`src/common/uart_cfg_pkg.sv`:
```
// UART link configuration
// Frame geometry, parity mode and transmit control states.
// One baud_clk edge equals one bit period on the line.

package uart_cfg_pkg;

    localparam int data_bits      = 8;              // Payload bits per frame
    localparam int frame_bits     = data_bits + 3;  // Start, data, parity, stop
    localparam int last_bit_index = frame_bits - 1; // Stop bit position

    // Parity mode: 0 selects even, 1 would select odd
    localparam logic parity_odd = 1'b0;

    // Transmit control states
    typedef enum logic {
        tx_idle = 1'b0,  // Line high, waiting for start strobe
        tx_send = 1'b1   // Frame bits going out
    } tx_state_e;

endpackage : uart_cfg_pkg

```
`src/common/uart_frame_pkg.sv`:
```
// UART frame types
// The 11-bit frame word seen as raw line bits or as named fields,
// plus the result record the receiver hands out.

package uart_frame_pkg;

    import uart_cfg_pkg::*;

    // Field view, high to low, so start lands in bit 0
    typedef struct packed {
        logic                 stop;    // Must be 1
        logic                 parity;  // Parity over data
        logic [data_bits-1:0] data;    // LSB goes out first
        logic                 start;   // Must be 0
    } uart_fields_t;

    // One frame word, two ways to read it
    typedef union packed {
        logic [frame_bits-1:0] raw;     // Bit 0 is on the line first
        uart_fields_t          fields;  // Decoded layout
    } uart_frame_u;

    // Receiver output record, 10 bits
    typedef struct packed {
        logic [data_bits-1:0] data;         // Received byte
        logic                 parity_err;   // Parity bit mismatch
        logic                 framing_err;  // Stop bit was low
    } rx_result_t;

endpackage : uart_frame_pkg

```
`src/uart_tx/tx_ctrl_fsm.sv`:
```
// Transmit control FSM
// Waits in idle for a start strobe, pulses load to the shifter and counter,
// then holds shift_en and tx_busy for the whole frame.
// A strobe on the stop-bit edge starts the next frame with no gap.

module tx_ctrl_fsm
    import uart_cfg_pkg::*;
(
    input  logic baud_clk,
    input  logic rst_n,     // Sync, active low
    input  logic start_tx,  // Single-cycle request
    input  logic last_bit,  // Stop bit is on the line
    output logic load,      // Frame load and counter clear
    output logic shift_en,  // Advance shifter and counter
    output logic tx_busy    // High while frame is sent
);

    tx_state_e state_q;
    tx_state_e state_d;

    // Strobe is taken in idle or on the final bit of a frame
    always_comb begin
        load    = 1'b0;
        state_d = state_q;
        case (state_q)
            tx_idle: begin
                if (start_tx) begin
                    load    = 1'b1;     // Capture byte this edge
                    state_d = tx_send;
                end
            end
            tx_send: begin
                if (last_bit) begin
                    if (start_tx) begin
                        load    = 1'b1; // Back-to-back frame
                        state_d = tx_send;
                    end else begin
                        state_d = tx_idle;
                    end
                end
            end
            default: state_d = tx_idle;
        endcase
    end

    always_ff @(posedge baud_clk) begin
        if (!rst_n) begin
            state_q <= tx_idle;
        end else begin
            state_q <= state_d;
        end
    end

    assign shift_en = (state_q == tx_send);  // Level over all 11 bits
    assign tx_busy  = (state_q == tx_send);  // Same window, seen outside

endmodule : tx_ctrl_fsm

```
`src/uart_tx/tx_bit_counter.sv`:
```
// Transmit bit counter
// Tracks which frame bit is on the line and flags the stop bit
// so the control FSM knows when the frame ends.

module tx_bit_counter
    import uart_cfg_pkg::*;
(
    input  logic baud_clk,
    input  logic rst_n,     // Sync, active low
    input  logic clear,     // Restart at bit 0
    input  logic count_en,  // One step per bit
    output logic last_bit   // Count sits on stop bit
);

    localparam int cnt_w = $clog2(frame_bits);  // 4 bits for 11 positions

    logic [cnt_w-1:0] count_q;

    always_ff @(posedge baud_clk) begin
        if (!rst_n) begin
            count_q <= '0;
        end else if (clear) begin
            count_q <= '0;            // Clear wins over count
        end else if (count_en) begin
            count_q <= count_q + 1'b1;
        end
    end

    assign last_bit = (count_q == cnt_w'(last_bit_index));

endmodule : tx_bit_counter

```
`src/uart_tx/tx_frame_shifter.sv`:
```
// Transmit frame shifter
// Builds start, data, even parity and stop into one frame word on load,
// then shifts it out LSB first. Shifting fills with ones, so the line
// rests high once the frame is gone.

module tx_frame_shifter
    import uart_cfg_pkg::*;
    import uart_frame_pkg::*;
(
    input  logic                 baud_clk,
    input  logic                 rst_n,     // Sync, active low
    input  logic                 load,      // Capture new frame
    input  logic                 shift_en,  // Move to next bit
    input  logic [data_bits-1:0] data,      // Byte to send
    output logic                 tx         // Serial line
);

    uart_frame_u frame_q;
    uart_frame_u frame_new;
    logic        parity_bit;

    // XOR reduction gives even parity, mode bit flips it for odd
    assign parity_bit = (^data) ^ parity_odd;

    always_comb begin
        frame_new.fields.stop   = 1'b1;
        frame_new.fields.parity = parity_bit;
        frame_new.fields.data   = data;
        frame_new.fields.start  = 1'b0;
    end

    always_ff @(posedge baud_clk) begin
        if (!rst_n) begin
            frame_q.raw <= '1;  // Idle line level
        end else if (load) begin
            frame_q <= frame_new;  // Load beats shift on back-to-back
        end else if (shift_en) begin
            frame_q.raw <= {1'b1, frame_q.raw[frame_bits-1:1]};
        end
    end

    assign tx = frame_q.raw[0];  // Current bit

endmodule : tx_frame_shifter

```
`src/uart_rx/rx_frame_sampler.sv`:
```
// Receive frame sampler
// Line is synchronous to baud_clk, so one sample per edge is enough.
// A low sample in idle starts a frame, ten more edges collect the rest.
// After the stop bit the frame is decoded and valid pulses for one cycle
// with the byte and the parity and framing checks.

module rx_frame_sampler
    import uart_cfg_pkg::*;
    import uart_frame_pkg::*;
(
    input  logic       baud_clk,
    input  logic       rst_n,      // Sync, active low
    input  logic       rx,         // Serial line in
    output logic       rx_valid,   // One-cycle result strobe
    output rx_result_t rx_result   // Byte and error flags
);

    localparam int cnt_w = $clog2(frame_bits);

    logic             receiving_q;  // 0 idle, 1 collecting bits
    logic [cnt_w-1:0] count_q;      // Bits already taken
    uart_frame_u      frame_q;      // Fills from the top
    logic             parity_exp;

    // Control state
    always_ff @(posedge baud_clk) begin
        if (!rst_n) begin
            receiving_q <= 1'b0;
            count_q     <= '0;
            rx_valid    <= 1'b0;
        end else begin
            rx_valid <= 1'b0;
            if (!receiving_q) begin
                if (!rx) begin
                    receiving_q <= 1'b1;  // Start bit seen
                    count_q     <= cnt_w'(1);
                end
            end else if (count_q == cnt_w'(last_bit_index)) begin
                receiving_q <= 1'b0;      // Stop bit taken this edge
                count_q     <= '0;
                rx_valid    <= 1'b1;
            end else begin
                count_q <= count_q + 1'b1;
            end
        end
    end

    // Shift register, takes every bit from start through stop
    always_ff @(posedge baud_clk) begin
        if (receiving_q || !rx) begin
            frame_q.raw <= {rx, frame_q.raw[frame_bits-1:1]};
        end
    end

    // Frame holds still while idle, so decode straight from it
    assign parity_exp = (^frame_q.fields.data) ^ parity_odd;

    always_comb begin
        rx_result.data        = frame_q.fields.data;
        rx_result.parity_err  = (frame_q.fields.parity != parity_exp);
        rx_result.framing_err = ~frame_q.fields.stop;  // Stop must be high
    end

endmodule : rx_frame_sampler

```
`src/design/uart_link_top.sv`:
```
// UART link top
// Transmit path (control FSM, bit counter, frame shifter) and the
// receive sampler side by side, all on the bit-rate clock.
// Only wiring and instances live here.

module uart_link_top
    import uart_cfg_pkg::*;
    import uart_frame_pkg::*;
(
    input  logic                 baud_clk,  // One edge per bit
    input  logic                 rst_n,     // Sync, active low
    input  logic [data_bits-1:0] tx_data,   // Byte to transmit
    input  logic                 start_tx,  // Start strobe
    output logic                 tx,        // Serial out
    output logic                 tx_busy,   // Frame in progress
    input  logic                 rx,        // Serial in
    output logic                 rx_valid,  // Result strobe
    output rx_result_t           rx_result  // Byte and errors
);

    logic load;      // Frame capture and count clear
    logic shift_en;  // Bit advance
    logic last_bit;  // Stop bit on the line

    tx_ctrl_fsm u_tx_ctrl (
        .baud_clk (baud_clk),
        .rst_n    (rst_n),
        .start_tx (start_tx),
        .last_bit (last_bit),
        .load     (load),
        .shift_en (shift_en),
        .tx_busy  (tx_busy)
    );

    tx_bit_counter u_tx_count (
        .baud_clk (baud_clk),
        .rst_n    (rst_n),
        .clear    (load),
        .count_en (shift_en),
        .last_bit (last_bit)
    );

    tx_frame_shifter u_tx_shift (
        .baud_clk (baud_clk),
        .rst_n    (rst_n),
        .load     (load),
        .shift_en (shift_en),
        .data     (tx_data),
        .tx       (tx)
    );

    rx_frame_sampler u_rx (
        .baud_clk  (baud_clk),
        .rst_n     (rst_n),
        .rx        (rx),
        .rx_valid  (rx_valid),
        .rx_result (rx_result)
    );

endmodule : uart_link_top

```
`config.mk`:
```
export PLATFORM = sky130hd
export DESIGN_NAME = uart_link_top
export DESIGN_NICKNAME = d
export VERILOG_FILES = /design/src/common/uart_cfg_pkg.sv /design/src/common/uart_frame_pkg.sv /design/src/uart_tx/tx_ctrl_fsm.sv /design/src/uart_tx/tx_bit_counter.sv /design/src/uart_tx/tx_frame_shifter.sv /design/src/uart_rx/rx_frame_sampler.sv /design/src/design/uart_link_top.sv
export SDC_FILE = /design/constraint.sdc
export NUM_CORES = 1
export LEC_CHECK = 0
export ABC_AREA = 1
export BUFFER_PORTS_ARGS = -buffer_cell sky130_fd_sc_hd__buf_2
export CORE_ASPECT_RATIO = 1.75
export CORE_UTILIZATION = 50
export CTS_CLUSTER_DIAMETER = 40
export DETAILED_ROUTE_END_ITERATION = 8
export GPL_ROUTABILITY_DRIVEN = 0
export PLACE_DENSITY = 0.75
export SYNTH_ARGS = -nofsm -noshare
export SYNTH_HDL_FRONTEND = slang
export SYNTH_SLANG_ARGS = --single-unit
```
`constraint.sdc`:
```
create_clock -name baud_clk -period 1.1 [get_ports baud_clk]
set_input_delay 0.22 -clock baud_clk [delete_from_list [all_inputs] [get_ports baud_clk]]
set_output_delay 0.22 -clock baud_clk [all_outputs]
set_load 0.01 [all_outputs]
```
=== Yosys cells after proc, flatten, opt, wreduce, memory -nomap -nowiden ===
Index checks and enable logic that the tools add are counted.

* Reduce and logical (&&, ||, !) cells: 7
* Bitwise logic cells: 3
* Multiplexer cells: 14
* Add/subtract/negate cells: 2
* Equality and inequality tests: 4

{| class="wikitable"
|+ Operator list
! kind !! number
|-
| 10-bit two-way mux || 2
|-
| 8-bit parity || 2
|-
| 4-bit two-way mux || 3
|-
| 4-bit by 1-bit adder with 4-bit output (second input constant) || 2
|-
| 4-bit == test (second input constant) || 2
|-
| 1-bit two-way mux || 7
|-
| 1-bit one-hot mux with 2 select lines || 2
|-
| 1-bit NOT || 3
|-
| 2-bit by 1-bit inequality test with 1-bit output (second input constant) || 1
|-
| 2-bit AND reduction || 1
|-
| 2-bit nonzero test || 1
|-
| 2-bit OR reduction || 1
|-
| 1-bit zero test || 1
|-
| 1-bit logical OR || 1
|-
| 1-bit inequality test || 1
|}

* Word-level logic and storage cells: 37
* Output and inout port bits: 13
* Input bits: 12
* Register bits: 32

=== Longest topological paths before layout ===
Gate-level depths: netlist of run 1.

* Depth in word-level cells: 4
* Mapped depth: 10
* Gate-level depth less buffers: 10

=== Hierarchy ===
Synthesis of run 1 repeated with hierarchy kept, for this count alone.

* Cells, all modules: 222
* Area, all modules: 1669.1 µm²

{| class="wikitable"
|+ Modules (own cells, without submodules)
! module !! seq. area each (µm²) !! area an instance (µm²) !! instances !! cells an instance
|-
| rx_frame_sampler || 420.4 || 818.3 || 1 || 94
|-
| tx_frame_shifter || 200.2 || 599.3 || 1 || 94
|-
| tx_bit_counter || 80.1 || 192.7 || 1 || 26
|-
| tx_ctrl_fsm || 20.0 || 58.8 || 1 || 8
|}

=== Least setup slack after synthesis of run 1 ===
No wires, ideal clock.

* Path type: register to output
* From: reg u_rx.frame_q[4] (netlist bit)
* To: out rx_result[1] (netlist bit)
* Data arrival time: 987 ps
* Path slack: -107 ps
* Stages on the path, launching flop included: 7
* Path buffers: 0
* Cells stage by stage: edfxtp_1 xnor2_1 xor2_1 inv_1 nand2_1 nand2_1 inv_1

{| class="wikitable"
|+ RTL lines
! item !! RTL line !! RTL
|-
| from (decl) || rx_frame_sampler.sv:22 || <nowiki>uart_frame_u frame_q;</nowiki>
|-
| to (decl) || uart_link_top.sv:18 || <nowiki>output rx_result_t rx_result</nowiki>
|}

==> out/metrics.cfg, run 1 <==
[pwr]
pwr-share-clk = 0.293
switching_power_uw = 841.0
swShare = 0.2866
combinationalPowerShare = 0.250
irDropWorstVdd_mv = 0.8625
p_int_uw = 2093
power_density_mw_per_mm2 = 1333
seq_power_share = 0.456
leakagePower_uw = 0.001030

[yosys]
synth_top_area_cell = dfxtp_1
netlist_instances = 191
yosysWarnings = 0
synth_top_area_frac = 0.2712
ys_types = 22
synth_edf_count = 10
ys.flop_type = dfxtp_1
synthTopCellsByArea = dfxtp_1 (27%), edfxtp_1 (19%), nand2_1 (12%)
ys_seq_elements = 31
yosysSeqAreaShare = 0.4649
synth_commonest_cells = nand2_1 (50), inv_1 (27), dfxtp_1 (21)
synth_area_per_cell_sq_um = 8.116
synth_most_common_cell = nand2_1
synthesis.nets = 207
netlist_area_sq_mm = 0.001550
async_flop_share = 0

[cells_and_area]
syn_to_final_growth_pct = 41.97
post-route-cell-area_sq_mm = 0.002201
n_antenna_cell = 0
fin_util = 0.7517
multi_input_area_sq_um = 800.8
drive_above_1_share = 0.3868
instances_no_fill = 271
fillers = 207
layout.nets = 258
ff_latch_area_sq_um = 728.2

[timing]
tightest_slew_ns = 0.2537
final_hold_viol_count = 0
drv_slew = 0
slew_headroom = 0.8308
clock.fmax_mhz = 589.8
setup_ws_ns = -0.5955
setup-violations-final = 15
period_share = 1.541
rsz0062_at_grt = true
fin_worst_skew_ns = 0.002692
final.min_clock_period_ns = 1.695

[routing]
drt-initial-drc-count = 27
via_per_inst = 5.107
post_drt_wl_per_cell_um = 12.63
routed_wl_um = 3423
drt_pass1_iterations = 8
drc = 1
ant_nets = 0
vias = 1384

[clock_tree]
clk_path_buf_depth = 2
cts.htree.levels = 2
clock-sinks = 31
clockRootBuffer = clkbuf_8
cts.clk_slew.worst_paths_ns = 0.06
numCtsBuffers = 5
clk_latency_ns = 0.29
postCtsHoldBufs = 0
cts_tree = built

[run_status]
status = complete, but fails checks
violations = design-rule violations, negative setup slack

[placement]
dp_cells = 255
pre_cts_ws_ns = -0.2935
place_area_sq_mm = 0.001805
hpwl_um = 2210
port_buffers = 24

[hold_path]
hold-path-cell-count = 1
holdPathEnd = u_rx.frame_q[10]
worstHoldStart = rx
hold_path_class = in -> reg

[floorplanning]
fp-row-count = 26
design.core.area_sq_mm = 0.002928
die_h_um = 75.66
start_util = 0.5295
ioPinCount = 25
dieArea_sq_mm = 0.003336
dieWidth_um = 44.09

[grt]
grt_pass1_wl_um = 5085
grt_antenna_before_repair = 0
grt_pass1_vias = 1290
overflow = 0
grt_max_degree = 11
grt_usage = 0.2127

[critical_path]
timing.rr.start = u_tx_count.count_q[0]
rr_worst_depth = 7
ff2ff_setup_slack_ns = -0.06
end_kind = output port
cp_max_fo = 2
start_kind = flip-flop
timing.rr.end = u_tx_shift.frame_q[1]
crit_arrival_ns = 1.48
critPathKind = reg -> out
cp.required_ns = 0.88

[run]
drv_cap = 0

==> power by group through the flow <==
| stage | Clock [uW] | Combinational, uW | Sequential, uW |
|---|---|---|---|
| 2_1_floorplan | 0 | 363 | 1350 |
| 3_3_place_gp | 0 | 531 | 1350 |
| 3_5_place_dp | 0 | 548 | 1350 |
| 4_1_cts | 875 | 662 | 1330 |
| 5_1_grt | 925 | 808 | 1350 |
| 6_report | 861 | 735 | 1340 |
==> final cells by class <==
| class | count | share of cell area |
|---|---|---|
| Timing Repair Buffer | 54 | 0.2013 |
| Clock buffer | 7 | 0.03468 |
| Clock inverter | 1 | 0.002274 |
| Inverter | 28 | 0.05117 |
| Multi-Input combinational cell | 122 | 0.3638 |
| Sequential cell | 31 | 0.3309 |
| Tap cell | 28 | 0.01592 |
==> sequential cells by signal (all words and copies together) (netlist names) <==
register and count:
u_rx.count_q 4, u_tx_shift.frame_q 10, u_rx.frame_q 10, u_tx_count.count_q 4
u_tx_ctrl.shift_en 1, u_rx.rx_valid 1, u_rx.receiving_q 1
==> cells by family after synthesis <==
group,count (synthesis),share of synthesized area
DFF,31,0.4649
AOI/OAI and AO/OA,26,0.09686
xor gates and xnor gates,10,0.05649
adders and majority gates,4,0.03229
and+or+nand+nor,81,0.2252
buffers and inverters,39,0.1243
==> worst max-delay path by stage <==
| stage | start | to | slack, ns |
|---|---|---|---|
| 6_report | u_rx.frame_q[6] | rx_result[1] | -0.60 |
| 5_1_grt | u_rx.frame_q[6] | rx_result[1] | -0.69 |
| 4_1_cts | u_rx.frame_q[6] | rx_result[1] | -0.60 |
| 3_5_place_dp | u_rx.frame_q[5] | rx_result[1] | -0.29 |
| 3_3_place_gp | u_rx.frame_q[3] | rx_result[1] | -0.22 |
| 2_1_floorplan | u_rx.frame_q[5] | rx_result[1] | -0.09 |
==> stage by stage <==
stage               power (uW)  hold slack [ns]  setup TNS (ns)
floorplan                 1717           0.3189        -0.08957
global placement          1882           0.4201         -0.9877
detailed placement        1903           0.4192          -1.190
CTS                       2868           0.1259          -1.346
global route              3081           0.1210          -2.653
finish                    2934           0.1256          -1.614
==> timing repair <==
action,CTS,global route
gates cloned,1,1
setup endpoints to repair,23,28
pin swaps,9,9
resized for setup,28,31
buffers inserted,6,6
==> per-layer routing <==
metal | wire [um] | GRT usage | part of all wire | up-vias
met5 | 0 | 0 | 0 | -
met4 | 82 | 0.1212 | 0.024 | 0
met3 | 127 | 0.06398 | 0.037 | 7
met2 | 1991 | 0.4265 | 0.58 | 30
met1 | 1222 | 0.1702 | 0.36 | 636
li1 | - | - | - | 711
==> cells in the final DEF (no fill, tap or decap), types with 2 or more instances in the layout <==
| cell | synthesis | layout |
|---|---|---|
| a21oi_1 | 18 | 12 |
| a21oi_2 | 0 | 6 |
| buf_2 | 1 | 15 |
| buf_4 | 8 | 19 |
| buf_6 | 2 | 20 |
| clkbuf_1 | 0 | 2 |
| clkbuf_8 | 0 | 5 |
| dfxtp_1 | 21 | 17 |
| dfxtp_2 | 0 | 3 |
| edfxtp_1 | 10 | 10 |
| ha_2 | 0 | 2 |
| inv_1 | 27 | 24 |
| inv_2 | 1 | 2 |
| nand2_1 | 50 | 47 |
| nand2_2 | 1 | 2 |
| nand2_8 | 0 | 4 |
| nand3_1 | 17 | 10 |
| nand3_2 | 0 | 6 |
| nor2_1 | 8 | 6 |
| o211ai_1 | 7 | 7 |
| xnor2_1 | 5 | 5 |
| xor2_1 | 5 | 4 |
==> critical path, stage by stage (launching register included) <==
cell and delay, ns:
edfxtp_1 0.43, xnor2_1 0.20, xor2_1 0.23, nand3_1 0.10
nand2_1 0.08, inv_2 0.04, buf_6 0.11
(Power assumes the default switching activity.)
==> inputs of run 2 (changes only) <==
--- a/config.mk
+++ b/config.mk
@@ -5,14 +5,13 @@
 export SDC_FILE = /design/constraint.sdc
 export NUM_CORES = 1
 export LEC_CHECK = 0
-export ABC_AREA = 1
 export BUFFER_PORTS_ARGS = -buffer_cell sky130_fd_sc_hd__buf_2
 export CORE_ASPECT_RATIO = 1.75
-export CORE_UTILIZATION = 50
+export CORE_UTILIZATION = 49
 export CTS_CLUSTER_DIAMETER = 40
 export DETAILED_ROUTE_END_ITERATION = 8
 export GPL_ROUTABILITY_DRIVEN = 0
-export PLACE_DENSITY = 0.75
+export PLACE_DENSITY = 0.74
 export SYNTH_ARGS = -nofsm -noshare
 export SYNTH_HDL_FRONTEND = slang
 export SYNTH_SLANG_ARGS = --single-unit
==> out/metrics.cfg, run 2 <==
[yosys]
synth_top_area_cell = dfxtp_1
netlist_area_sq_mm = 0.001440  ; -7.1%
synth_commonest_cells = nand2_1 (23), dfxtp_1 (21), xnor2_1 (14)
synth_edf_count = 10  ; unchanged
synthesis.nets = 151  ; -27%
ys_types = 33  ; +50%
yosysWarnings = 0  ; unchanged
synth_area_per_cell_sq_um = 10.67  ; +31%
synthTopCellsByArea = dfxtp_1 (29%), edfxtp_1 (21%), xnor2_1 (8.5%)
yosysSeqAreaShare = 0.5004  ; +0.03554
synth_most_common_cell = nand2_1
async_flop_share = 0  ; unchanged
synth_top_area_frac = 0.2919  ; +0.02073
ys.flop_type = dfxtp_1
ys_seq_elements = 31  ; unchanged
netlist_instances = 135  ; -29%

[clock_tree]
numCtsBuffers = 5  ; unchanged
postCtsHoldBufs = 0  ; unchanged
cts.clk_slew.worst_paths_ns = 0.06  ; about the same
clk_path_buf_depth = 2  ; unchanged
cts.htree.levels = 2  ; unchanged
clock-sinks = 31  ; unchanged
cts_tree = built
clk_latency_ns = 0.29  ; about the same
clockRootBuffer = clkbuf_8

[cells_and_area]
final_common_cell = buf_4
instances_no_fill = 219  ; -19%
drive_above_1_share = 0.4688  ; +0.08192
n_antenna_cell = 0  ; unchanged
reg.largest.list = u_rx.frame_q: 10 flops, u_tx_shift.frame_q: 10 flops
syn_to_final_growth_pct = 40.75
layout.nets = 207  ; -20%
layout_common_cells = buf_4 (28), nand2_1 (22), buf_6 (17)

[critical_path]
crit_arrival_ns = 1.53  ; +0.05 ns
timing.rr.end = u_tx_shift.frame_q[1]
critPathKind = reg -> out
cp_max_fo = 2  ; unchanged
path_cells = xnor2_2 > xnor2_1 > xnor2_1 > xnor2_1 > buf_2
crit_slowest_cell = edfxtp_1
rr_worst_depth = 6  ; -1
start_kind = flip-flop
end_kind = output port
timing.rr.start = u_tx_count.count_q[0]
critPathMaxStageDelay_ns = 0.44  ; about the same
ff2ff_setup_slack_ns = -0.23  ; -0.17 ns
crit_top_cell = xnor2_1
cp.required_ns = 0.88  ; about the same

[grt]
grt_max_degree = 17  ; +6
grt_pass1_wl_um = 4995  ; -1.8%
grt_pass1_vias = 1154  ; -11%
grt_antenna_before_repair = 0  ; unchanged
grt_usage = 0.2175  ; +0.004827
overflow = 0  ; unchanged

[hold_path]
holdPathEnd = u_tx_shift.frame_q[8]
hold-path-cell-count = 2  ; +1
hold_path_class = in -> reg
worstHoldStart = tx_data[7]

[routing]
drc = 0  ; -1
routed_wl_um = 3043  ; -11%
drt_pass1_iterations = 4  ; -4
vias = 1159  ; -16%
post_drt_wl_per_cell_um = 13.89  ; +10%
via_per_inst = 5.292  ; +3.6%
drt-initial-drc-count = 23  ; -15%
ant_nets = 0  ; unchanged

[placement]
dp_cells = 202  ; -21%
port_buffers = 24  ; unchanged
hpwl_um = 2152  ; -2.6%

[floorplanning]
ioPinCount = 25  ; unchanged
fp-row-count = 25  ; -3.8%
dieWidth_um = 42.98  ; -2.5%
dieArea_sq_mm = 0.003168  ; -5.0%
design.core.area_sq_mm = 0.002753  ; -6.0%
start_util = 0.5232  ; -0.006306
die_h_um = 73.72  ; -2.6%

[timing]
tightest_slew_ns = 0.3042  ; +0.05049 ns
final.min_clock_period_ns = 1.745  ; +0.04983 ns
period_share = 1.587  ; +0.04530
final_hold_viol_count = 0  ; unchanged
drv_slew = 0  ; unchanged
fin_worst_skew_ns = 0.003571  ; +0.0008793 ns
setup_ws_ns = -0.6453  ; -0.04983 ns
clock.fmax_mhz = 573.0  ; -2.9%
setup-violations-final = 23  ; +8
slew_headroom = 0.7972  ; -0.03366
rsz0062_at_grt = true

[pwr]
leakagePower_uw = 0.0009186  ; -11%
total_power_uw = 2881  ; -1.8%
irDropWorstVdd_mv = 1.079  ; +25%
power_density_mw_per_mm2 = 1421  ; +6.6%

[run_status]
status = complete, but fails checks
violations = negative setup slack

[run]
drv_cap = 0  ; unchanged

run 2: report_power, final:
group / leakage [uW] / internal (uW) / total [uW] / switching [uW]
logic: 0.000603 / 393 / 693 / 300
registers: 0.000276 / 1280 / 1350 / 69.5
clock network: 0.0000403 / 430 / 837 / 407
run 2: layer usage:
layer  global-route usage  vias up  part of all wire
met5                    0        -                 0
met4               0.1212        0             0.036
met3              0.05897       10             0.040
met2               0.4125       39              0.57
met1               0.2006      541              0.35
li1                     -      569                 -
run 2: final cells by class:
class / count / area (sq um)
flip-flops and latches: 31 / 729.5
fillers: 203 / 725.7
multi-input cells: 88 / 686.9
repair buffers: 61 / 481.7
clock buffers: 6 / 72.57
well taps: 27 / 33.78
inverters: 4 / 15.01
clock inverters: 2 / 7.507
run 2: how the worst max path moves through the flow:
stage | to | slack, ns | start
after floorplan | rx_result[1] | -0.18 | u_rx.frame_q[8]
after global placement | rx_result[1] | -0.27 | u_rx.frame_q[8]
after detailed placement | rx_result[1] | -0.31 | u_rx.frame_q[8]
after CTS | rx_result[1] | -0.63 | u_rx.frame_q[5]
after global routing | rx_result[1] | -0.72 | u_rx.frame_q[5]
final | rx_result[1] | -0.65 | u_rx.frame_q[5]
run 2: stage by stage:
stage / setup TNS [ns] / area [sq um] / setup WS (ns) / utilization / hold WS [ns]
2_1_floorplan: -1.305 / 1471 / -0.1813 / - / 0.3189
3_3_place_gp: -2.004 / 1748 / -0.2693 / 0.6350 / 0.4541
3_5_place_dp: -2.949 / 1748 / -0.3117 / 0.6350 / 0.4598
4_1_cts: -3.439 / 1976 / -0.6335 / 0.7177 / 0.1867
5_1_grt: -4.854 / 2027 / -0.7224 / 0.7364 / 0.2068
6_report: -3.329 / 2027 / -0.6453 / 0.7364 / 0.1945
run 2: cells by family (layout without fill, tap and decap cells):
group / count (synthesis) / in the layout / share of synthesized area
AOI/OAI and AO/OA: 21 / 21 / 0.1190
xor gates and xnor gates: 18 / 18 / 0.1095
adders and majority gates: 4 / 4 / 0.03475
buffers and inverters: 16 / 73 / 0.07123
DFF: 31 / 31 / 0.5004
muxes: 1 / 1 / 0.006951
and+or+nand+nor: 44 / 44 / 0.1581
run 2: what timing repair did:
item	CTS	global route
setup endpoints to repair	26	40
pin swaps	7	9
resized for setup	25	13
buffers inserted	10	7
run 2: worst max-delay path, delay by kind of cell (launching register included):
kind | cells | cell delay, ns
xor+xnor | 4 | 0.64
buf+inv | 1 | 0.16
flops | 1 | 0.44
